File: src/rtl/pipe_settings.svh
`ifndef PIPE_SETTINGS_SVH
`define PIPE_SETTINGS_SVH

// mask width
// bit 0 is PC, then IF_ID, ID_EX, EX_MEM, MEM_WB and a spare top bit
`define PIPE_STAGES 6

// total cycles a mul/div keeps EX occupied
// the start cycle counts as the first one
`define MULDIV_CYCLES 4

`endif

File: src/rtl/pipe_ctrl_pkg.sv
`include "pipe_settings.svh"

package pipe_ctrl_pkg;

  // one bit per pipeline register, bit 0 is the PC
  typedef logic [`PIPE_STAGES-1:0] stage_mask_t;

  typedef struct packed {
    stage_mask_t stall;  // hold the register
    stage_mask_t flush;  // insert a bubble
  } ctrl_mask_t;

  // request levels into the controller
  // listed from the highest priority down
  typedef struct packed {
    logic ram_mem;     // data memory access pending
    logic ram_if;      // instruction memory access pending
    logic trap_flush;  // ecall or exception taken
    logic trap_stall;  // csr side effect in progress
    logic jump;        // taken branch or jump in EX
    logic muldiv;      // multi-cycle op occupies EX
    logic load_use;    // ID needs a load result from EX
    logic if_wait;     // instruction read not yet returned
  } hazard_req_t;

endpackage

File: src/rtl/pipe_isa_pkg.sv
package pipe_isa_pkg;

  localparam logic [6:0] OPC_LOAD = 7'b0000011;
  localparam logic [6:0] OPC_OP   = 7'b0110011;  // register-register alu op

  typedef logic [4:0] reg_idx_t;

  typedef struct packed {
    logic [6:0] funct7;
    reg_idx_t   rs2;
    reg_idx_t   rs1;
    logic [2:0] funct3;
    reg_idx_t   rd;
    logic [6:0] opcode;
  } r_type_t;

  typedef struct packed {
    logic [11:0] imm;
    reg_idx_t    rs1;
    logic [2:0]  funct3;
    reg_idx_t    rd;
    logic [6:0]  opcode;
  } i_type_t;

  // same 32-bit word, two field layouts
  // opcode, rd and rs1 line up in both views
  typedef union packed {
    r_type_t r;
    i_type_t i;
  } instr_u;

endpackage

File: src/rtl/load_use_detect.sv
`timescale 1ns/1ps

module load_use_detect (
  input  pipe_isa_pkg::instr_u id_instr_i,
  input  pipe_isa_pkg::instr_u ex_instr_i,
  input  logic                 ex_valid_i,
  output logic                 load_use_o
);

  import pipe_isa_pkg::*;

  reg_idx_t ex_rd;
  logic     ex_is_load;
  logic     id_uses_rs2;
  logic     rs1_hit;
  logic     rs2_hit;

  // EX side through the I-type view
  assign ex_rd      = ex_instr_i.i.rd;
  assign ex_is_load = ex_valid_i && (ex_instr_i.i.opcode == OPC_LOAD);

  // ID side through the R-type view
  // rs2 only counts for a register-register op
  assign id_uses_rs2 = (id_instr_i.r.opcode == OPC_OP);

  assign rs1_hit = (id_instr_i.r.rs1 == ex_rd);
  assign rs2_hit = id_uses_rs2 && (id_instr_i.r.rs2 == ex_rd);

  // x0 never carries a dependency
  assign load_use_o = ex_is_load && (ex_rd != '0) && (rs1_hit || rs2_hit);

endmodule

File: src/rtl/muldiv_busy.sv
`timescale 1ns/1ps
`include "pipe_settings.svh"

module muldiv_busy (
  input  logic clk,
  input  logic rst,
  input  logic muldiv_start_i,
  output logic busy_o
);

  localparam int CNT_W = (`MULDIV_CYCLES > 1) ? $clog2(`MULDIV_CYCLES) : 1;

  // remaining cycles after the start cycle
  localparam logic [CNT_W-1:0] CNT_LOAD = CNT_W'(`MULDIV_CYCLES - 1);

  logic [CNT_W-1:0] cnt_q;
  logic             idle;

  assign idle = (cnt_q == '0);

  always_ff @(posedge clk) begin
    if (rst) begin
      cnt_q <= '0;
    end else if (muldiv_start_i && idle) begin
      cnt_q <= CNT_LOAD;  // new op accepted
    end else if (!idle) begin
      cnt_q <= cnt_q - 1'b1;  // a start here is dropped
    end
  end

  // busy already in the strobe cycle
  assign busy_o = muldiv_start_i || !idle;

endmodule

File: src/rtl/pipeline_control.sv
`timescale 1ns/1ps

module pipeline_control (
  input  logic                      rst,
  input  pipe_ctrl_pkg::hazard_req_t req_i,
  output pipe_ctrl_pkg::ctrl_mask_t  ctrl_o
);

  import pipe_ctrl_pkg::*;

  // masks from bit 5 down to bit 0 (PC)
  localparam stage_mask_t MASK_NONE = 6'b000000;

  localparam stage_mask_t RST_FLUSH = 6'b011111;

  localparam stage_mask_t RAM_MEM_STALL = 6'b001111;
  localparam stage_mask_t RAM_MEM_FLUSH = 6'b010000;  // bubble into MEM_WB

  localparam stage_mask_t RAM_IF_STALL = 6'b001111;

  localparam stage_mask_t TRAP_FLUSH_STALL = 6'b000010;
  localparam stage_mask_t TRAP_FLUSH_FLUSH = 6'b001110;

  localparam stage_mask_t TRAP_STALL_STALL = 6'b111111;  // freeze everything
  localparam stage_mask_t TRAP_STALL_FLUSH = 6'b001110;

  // taken jump while the fetch is still outstanding
  localparam stage_mask_t JUMP_WAIT_STALL = 6'b000111;
  localparam stage_mask_t JUMP_WAIT_FLUSH = 6'b001000;

  localparam stage_mask_t JUMP_STALL = 6'b000010;
  localparam stage_mask_t JUMP_FLUSH = 6'b000110;  // squash wrong-path IF and ID

  localparam stage_mask_t MULDIV_STALL = 6'b000111;
  localparam stage_mask_t MULDIV_FLUSH = 6'b001000;

  localparam stage_mask_t LOAD_USE_STALL = 6'b000011;
  localparam stage_mask_t LOAD_USE_FLUSH = 6'b000100;  // bubble into ID_EX

  localparam stage_mask_t IF_WAIT_STALL = 6'b000111;

  // later stages win
  always_comb begin
    if (rst) begin
      ctrl_o.stall = MASK_NONE;
      ctrl_o.flush = RST_FLUSH;
    end else if (req_i.ram_mem) begin
      ctrl_o.stall = RAM_MEM_STALL;
      ctrl_o.flush = RAM_MEM_FLUSH;
    end else if (req_i.ram_if) begin
      ctrl_o.stall = RAM_IF_STALL;
      ctrl_o.flush = MASK_NONE;
    end else if (req_i.trap_flush) begin
      ctrl_o.stall = TRAP_FLUSH_STALL;
      ctrl_o.flush = TRAP_FLUSH_FLUSH;
    end else if (req_i.trap_stall) begin
      ctrl_o.stall = TRAP_STALL_STALL;
      ctrl_o.flush = TRAP_STALL_FLUSH;
    end else if (req_i.jump && req_i.if_wait) begin
      ctrl_o.stall = JUMP_WAIT_STALL;
      ctrl_o.flush = JUMP_WAIT_FLUSH;
    end else if (req_i.jump) begin
      ctrl_o.stall = JUMP_STALL;
      ctrl_o.flush = JUMP_FLUSH;
    end else if (req_i.muldiv) begin
      ctrl_o.stall = MULDIV_STALL;
      ctrl_o.flush = MULDIV_FLUSH;
    end else if (req_i.load_use) begin
      ctrl_o.stall = LOAD_USE_STALL;
      ctrl_o.flush = LOAD_USE_FLUSH;
    end else if (req_i.if_wait) begin
      ctrl_o.stall = IF_WAIT_STALL;  // hold the front end only
      ctrl_o.flush = MASK_NONE;
    end else begin
      ctrl_o.stall = MASK_NONE;
      ctrl_o.flush = MASK_NONE;
    end
  end

endmodule

File: src/rtl/stage_valid_track.sv
`timescale 1ns/1ps
`include "pipe_settings.svh"

module stage_valid_track (
  input  logic                      clk,
  input  logic                      rst,
  input  logic                      fetch_valid_i,
  input  pipe_ctrl_pkg::ctrl_mask_t  ctrl_i,
  output pipe_ctrl_pkg::stage_mask_t valid_o
);

  import pipe_ctrl_pkg::*;

  stage_mask_t valid_q;
  stage_mask_t upstream;  // what each register would take on advance
  stage_mask_t valid_d;

  assign upstream = {valid_q[`PIPE_STAGES-2:0], fetch_valid_i};

  // flush over stall over advance
  always_comb begin
    for (int k = 0; k < `PIPE_STAGES; k++) begin
      if (ctrl_i.flush[k]) begin
        valid_d[k] = 1'b0;
      end else if (ctrl_i.stall[k]) begin
        valid_d[k] = valid_q[k];
      end else begin
        valid_d[k] = upstream[k];
      end
    end
  end

  always_ff @(posedge clk) begin
    if (rst) begin
      valid_q <= '0;
    end else begin
      valid_q <= valid_d;
    end
  end

  assign valid_o = valid_q;

endmodule

File: src/rtl/hazard_top.sv
`timescale 1ns/1ps

module hazard_top (
  input  logic                       clk,
  input  logic                       rst,
  input  logic                       ram_stall_mem_i,
  input  logic                       ram_stall_if_i,
  input  logic                       trap_flush_i,
  input  logic                       trap_stall_i,
  input  logic                       jump_i,
  input  logic                       if_wait_i,
  input  logic                       fetch_valid_i,
  input  logic                       muldiv_start_i,
  input  logic                       ex_valid_i,
  input  pipe_isa_pkg::instr_u       id_instr_i,
  input  pipe_isa_pkg::instr_u       ex_instr_i,
  output pipe_ctrl_pkg::ctrl_mask_t  ctrl_o,
  output pipe_ctrl_pkg::stage_mask_t valid_o
);

  import pipe_ctrl_pkg::*;

  hazard_req_t req;
  ctrl_mask_t  ctrl;
  logic        load_use;
  logic        muldiv_busy_w;

  // pack external levels with the locally produced hazards
  assign req.ram_mem    = ram_stall_mem_i;
  assign req.ram_if     = ram_stall_if_i;
  assign req.trap_flush = trap_flush_i;
  assign req.trap_stall = trap_stall_i;
  assign req.jump       = jump_i;
  assign req.muldiv     = muldiv_busy_w;
  assign req.load_use   = load_use;
  assign req.if_wait    = if_wait_i;

  load_use_detect u_load_use (
    .id_instr_i (id_instr_i),
    .ex_instr_i (ex_instr_i),
    .ex_valid_i (ex_valid_i),
    .load_use_o (load_use)
  );

  muldiv_busy u_muldiv (
    .clk            (clk),
    .rst            (rst),
    .muldiv_start_i (muldiv_start_i),
    .busy_o         (muldiv_busy_w)
  );

  pipeline_control u_ctrl (
    .rst    (rst),
    .req_i  (req),
    .ctrl_o (ctrl)
  );

  stage_valid_track u_valid (
    .clk           (clk),
    .rst           (rst),
    .fetch_valid_i (fetch_valid_i),
    .ctrl_i        (ctrl),
    .valid_o       (valid_o)
  );

  assign ctrl_o = ctrl;

endmodule

File: config.mk
export PLATFORM = sky130hd
export DESIGN_NAME = hazard_top
export DESIGN_NICKNAME = d
export VERILOG_FILES = /design/src/rtl/pipe_ctrl_pkg.sv /design/src/rtl/pipe_isa_pkg.sv /design/src/rtl/load_use_detect.sv /design/src/rtl/muldiv_busy.sv /design/src/rtl/pipeline_control.sv /design/src/rtl/stage_valid_track.sv /design/src/rtl/hazard_top.sv
export VERILOG_INCLUDE_DIRS = /design/src /design/src/rtl
export SDC_FILE = /design/constraint.sdc
export NUM_CORES = 1
export LEC_CHECK = 0
export BUFFER_PORTS_ARGS = -buffer_cell sky130_fd_sc_hd__buf_4
export CAP_MARGIN = 20
export CORE_MARGIN = 3
export CORE_UTILIZATION = 34
export CTS_CLUSTER_SIZE = 24
export DETAILED_ROUTE_END_ITERATION = 8
export PLACE_DENSITY = 0.95
export SETUP_SLACK_MARGIN = 0.15
export SLEW_MARGIN = 15
export SYNTH_ARGS = -nofsm -noshare
export SYNTH_HDL_FRONTEND = slang
export SYNTH_SLANG_ARGS = --single-unit
File: constraint.sdc
create_clock -name clk -period 3.9 [get_ports clk]
set_input_delay 0.585 -clock clk [delete_from_list [all_inputs] [get_ports clk]]
set_output_delay 0.585 -clock clk [all_outputs]
set_load 0.01 [all_outputs]
---- Yosys cells after proc, flatten, opt, wreduce, memory -nomap -nowiden ----
Index checks and enable logic that the tools add are counted.
cells by class
  $add $sub $neg .......................... 1
  eq/ne operators ......................... 5
  muxes and demuxes ....................... 12
  reductions and logical operators ........ 17
operators with widths
  cell                                              count
  2-to-1 mux 12 bit                                 9
  OR reduction 2 bit                                6
  == test 5 bit                                     2
  2-to-1 mux 9 bit                                  1
  == test 7 x 2 -> 1 bit, second input constant     1
  == test 7 x 6 -> 1 bit, second input constant     1
  logical AND 1 bit                                 6
  nonzero test 5 bit                                1
  2-to-1 mux 2 bit                                  2
  zero test 2 bit                                   1
  logical OR 1 bit                                  2
  != test 2 bit, second input constant              1
  subtractor 2 x 1 -> 2 bit, second input constant  1
  zero test 1 bit                                   1
storage, ports and cells
  flip-flop bits (word level) ............. 8
  output and inout port bits .............. 18
  word-level logic and storage cells ...... 42

---- Depth between registers and ports, before layout ----
  depth after elaboration ................. 14
  depth in mapped cells ................... 8
  depth with buffers taken out ............ 8

---- Hierarchy ----
From an unflattened synthesis, not the netlist that was laid out.
second synthesis, totals
  cell total of the unflattened synthesis .. 79
  area total of the unflattened synthesis .. 685.7 um^2
modules (own cells, without submodules)
  module             instances  cells an instance  area each (um^2)  sequential area each (um^2)
  stage_valid_track  1          18                 210.2             120.1
  load_use_detect    1          23                 190.2             0.0
  pipeline_control   1          27                 177.7             0.0
  muldiv_busy        1          11                 107.6             40.0

---- Worst setup path after synthesis ----
Ideal clock, no wire load.
  path kind ............................... in2out
  from .................................... in ex_instr_i[3] (netlist bit)
  to ...................................... out ctrl_o[8] (netlist bit)
  arrival time ............................ 1.935 ns
  required time ........................... 3.315 ns
  setup slack ............................. 1.380 ns
  cell stages on the path ................. 4
  cell sequence ........................... or4_1 > or3_4 > a2111oi_4 > nor2_1
RTL lines
  element          RTL line          text
  start, declared  hazard_top.sv:16  input pipe_isa_pkg::instr_u ex_instr_i,
  end, declared    hazard_top.sv:17  output pipe_ctrl_pkg::ctrl_mask_t ctrl_o,

==> results.cfg <==
[critical_path]
worst-r2r-cell-count = 8
crit_path_max_incr_delay_ns = 0.51
path_class = input pin to output pin
cp-start-kind = input pin
worstSetupEndpointType = output pin
worst_path_dominant_cell_family = simple AND/OR/NAND/NOR gates
rr_endpoint = u_valid.valid_o[1]$_SDFFE_PP0N_
crit_path_frequent_cell = buf_4
critPathArrivalTime_ns = 2.23
path_buf_inv = 2
r2r_setup_slack_ns = 1.88
critical_path_depth = 6
r2r_start = u_muldiv.cnt_q[0]$_SDFFE_PP0P_
worst-path-max-fanout = 3
path_cells = buf_4, or4_1, or3_4, a2111oi_4, nor2_1, buf_4
worstPathRequired_ns = 3.31
critPathSlowestCell = or4_1

[die]
io_pins = 93
rows = 16
fp.dieH_um = 52.1
die_w_um = 52.1
fp.coreArea_um2 = 1980
die_area_um2 = 2720
start_util_pct = 36.5

[cts]
cts_made_buffers = 3
cts.repair.resized = 0
root_buffer = clkbuf_4
insertion_delay_ns = 0.26
cts_tree = built
clockBufferDepth = 2
htree_num_levels = 1
clk_pin_slew_worst_paths_ns = 0.05
cts_hold_buf = 0
cts.sinks = 8
post-cts-setup-buffers = 0

[worst_hold_path]
hold_depth = 2
hold_end = u_muldiv.cnt_q[0]$_SDFFE_PP0P_
hp-start = u_muldiv.cnt_q[0]$_SDFFE_PP0P_
hp-class = flop to flop

[placed_design]
gp_congestion = 0.805
place_ws_ns = 1.08
dp_hpwl_um = 2090
port_buffers = 56

[logic_synthesis]
synth_top_family_by_area = simple AND/OR/NAND/NOR gates
netlist_area_um2 = 723
synth_xor_area_share_pct = 12.1
synth_seq_cells = 8
synthMuxAreaShare_pct = 2.77
synthAdderAreaFrac_pct = 1.73
yosys_warnings = 0
synth_ff_type = dfxtp_1
ys_seq_area_share_pct = 22.1
syn_area_per_cell_um2 = 7.46
synth_compound_area_share_pct = 21.8
synth_nets = 173
async_reset_ff_share_pct = 0
synthSimpleGateAreaFrac_pct = 31.0
synthDistinctLibCells = 32
synth_edf_count = 0
synth_cells = 97

[layout]
drive_gt1_share_pct = 44.1
num_antenna_cells = 0
multi_input_area_um2 = 505
regArea_um2 = 160
postLayoutCoreUtil_pct = 59.2
n_fill_cell = 177
area_delta_synth_final_pct = 62.1
nNetsFinal = 230

[sta]
finalSetupViolCount = 0
timing.fmax_ghz = 0.355
fin_crit_sh_pct = 72.2
tns_ns = 0
finalMaxSlewViolations = 0
period_minus_slack_ns = 2.82
hold_violations = 0
whs_ns = 0.456
rsz0062_at_grt = no
fin_ws_ns = 1.08
finClkSkew_ns = 0.00658

[power_and_ir_drop]
peakVddDrop_mv = 0.139
pwr-share-comb_pct = 41.2
p_sw_share_pct = 32.5
power.leakage_nw = 0.548
power_density_nw_per_um2 = 233
p_int_mw = 0.185
p_sw_mw = 0.0888
p_clk_share_pct = 24.4
seqPwrFrac_pct = 34.3

[routing]
ant_nets = 0
detail_route.wl_per_cell_um = 13.4
wirelength_um = 2400
num_vias = 919
drc = 0
drt-pass1-iter-count = 4
initialDrtViolationCount = 8
vias_per_cell = 5.13

[status]
status = finished, final reports clean

[grt]
antenna_found_initial = 0
grt.overflow.total = 0
grt_max_degree = 11
grt_pass1_vias = 966
grt_usage_pct = 18.2
grt_pass1_wl_um = 3770

[run]
timing.max_cap.violations = 0
## layout by cell type (no fill, tap or decap), drive strengths merged, types with 3 or more instances in the layout
cell type  synthesis  layout
inv                8       8
xor2               8       8
buf                4      56
nor2               9       9
a21oi             10      10
nand3              4       4
dfxtp              8       8
clkbuf             0       3
o31ai              3       3
nand2             10      10
nor3               5       5
## worst min-delay path, stage by stage, from the launching register on
cell and delay, ns:
dfxtp_1 0.31, nand2_1 0.05, a21oi_1 0.05
## layout make-up
cell class / instances / share of cell area, %
Inverter: 8 / 2.56
Sequential cell: 8 / 13.7
Timing Repair Buffer: 56 / 35.9
Tap cell: 27 / 2.88
Clock buffer: 3 / 1.92
Multi-Input combinational cell: 77 / 43.1
## through the flow
step / instances / instance area [um2] / power [mW]
6_report: 179 / 1170 / 0.274
5_1_grt: 179 / 1170 / 0.292
4_1_cts: 179 / 1170 / 0.274
3_5_place_dp: 176 / 1150 / 0.209
3_3_place_gp: 176 / 1150 / 0.202
2_1_floorplan: 97 / 723 / 0.149
## sequential cells by signal, summed over array words and instances, names as in the netlist
register,count
u_muldiv.cnt_q,2
u_valid.valid_o,6
## power by group through the flow
stage / sequential (mW) / clock, mW / combinational, mW
after global placement: 0.0952 / 0 / 0.107
after detailed placement: 0.0957 / 0 / 0.113
after floorplan: 0.0958 / 0 / 0.0531
after CTS: 0.0939 / 0.0666 / 0.114
final: 0.0939 / 0.0668 / 0.113
after global routing: 0.0952 / 0.0716 / 0.125
## cells by family after synthesis
family	count (synthesis)
AOI/OAI and AO/OA	21
xor gates and xnor gates	10
adders and majority gates	1
buffers and inverters	12
DFF	8
muxes	2
other	1
and+or+nand+nor	42
## how the worst max path moves through the flow
stage                                        start         to  slack, ns
finish                               ex_instr_i[3]  ctrl_o[8]       1.08
global route        u_muldiv.cnt_q[0]$_SDFFE_PP0P_  ctrl_o[7]       0.97
CTS                                  ex_instr_i[3]  ctrl_o[8]       1.08
detailed placement                   ex_instr_i[3]  ctrl_o[8]       1.08
global placement                     ex_instr_i[3]  ctrl_o[8]       1.10
floorplan                            ex_instr_i[3]  ctrl_o[8]       1.38
## cells in the mapped netlist, drive strengths merged, types with 3 or more instances
cell type | n | area [um2]
buf | 4 | 27.5
xor2 | 8 | 70.1
nand2 | 10 | 37.5
o31ai | 3 | 22.5
nor2 | 9 | 36.3
a21oi | 10 | 53.8
inv | 8 | 30.0
nand3 | 4 | 20.0
nor3 | 5 | 25.0
dfxtp | 8 | 160
## layer usage
| layer | GRT usage [%] | vias up | share of wire [%] |
|---|---|---|---|
| li1 | - | 448 | - |
| met1 | 15.5 | 421 | 31 |
| met2 | 37.4 | 41 | 56 |
| met3 | 4.87 | 9 | 9.7 |
| met4 | 8.30 | 0 | 2.8 |
| met5 | 0 | - | 0 |
Note: power is estimated with default switching activity, not from simulation.
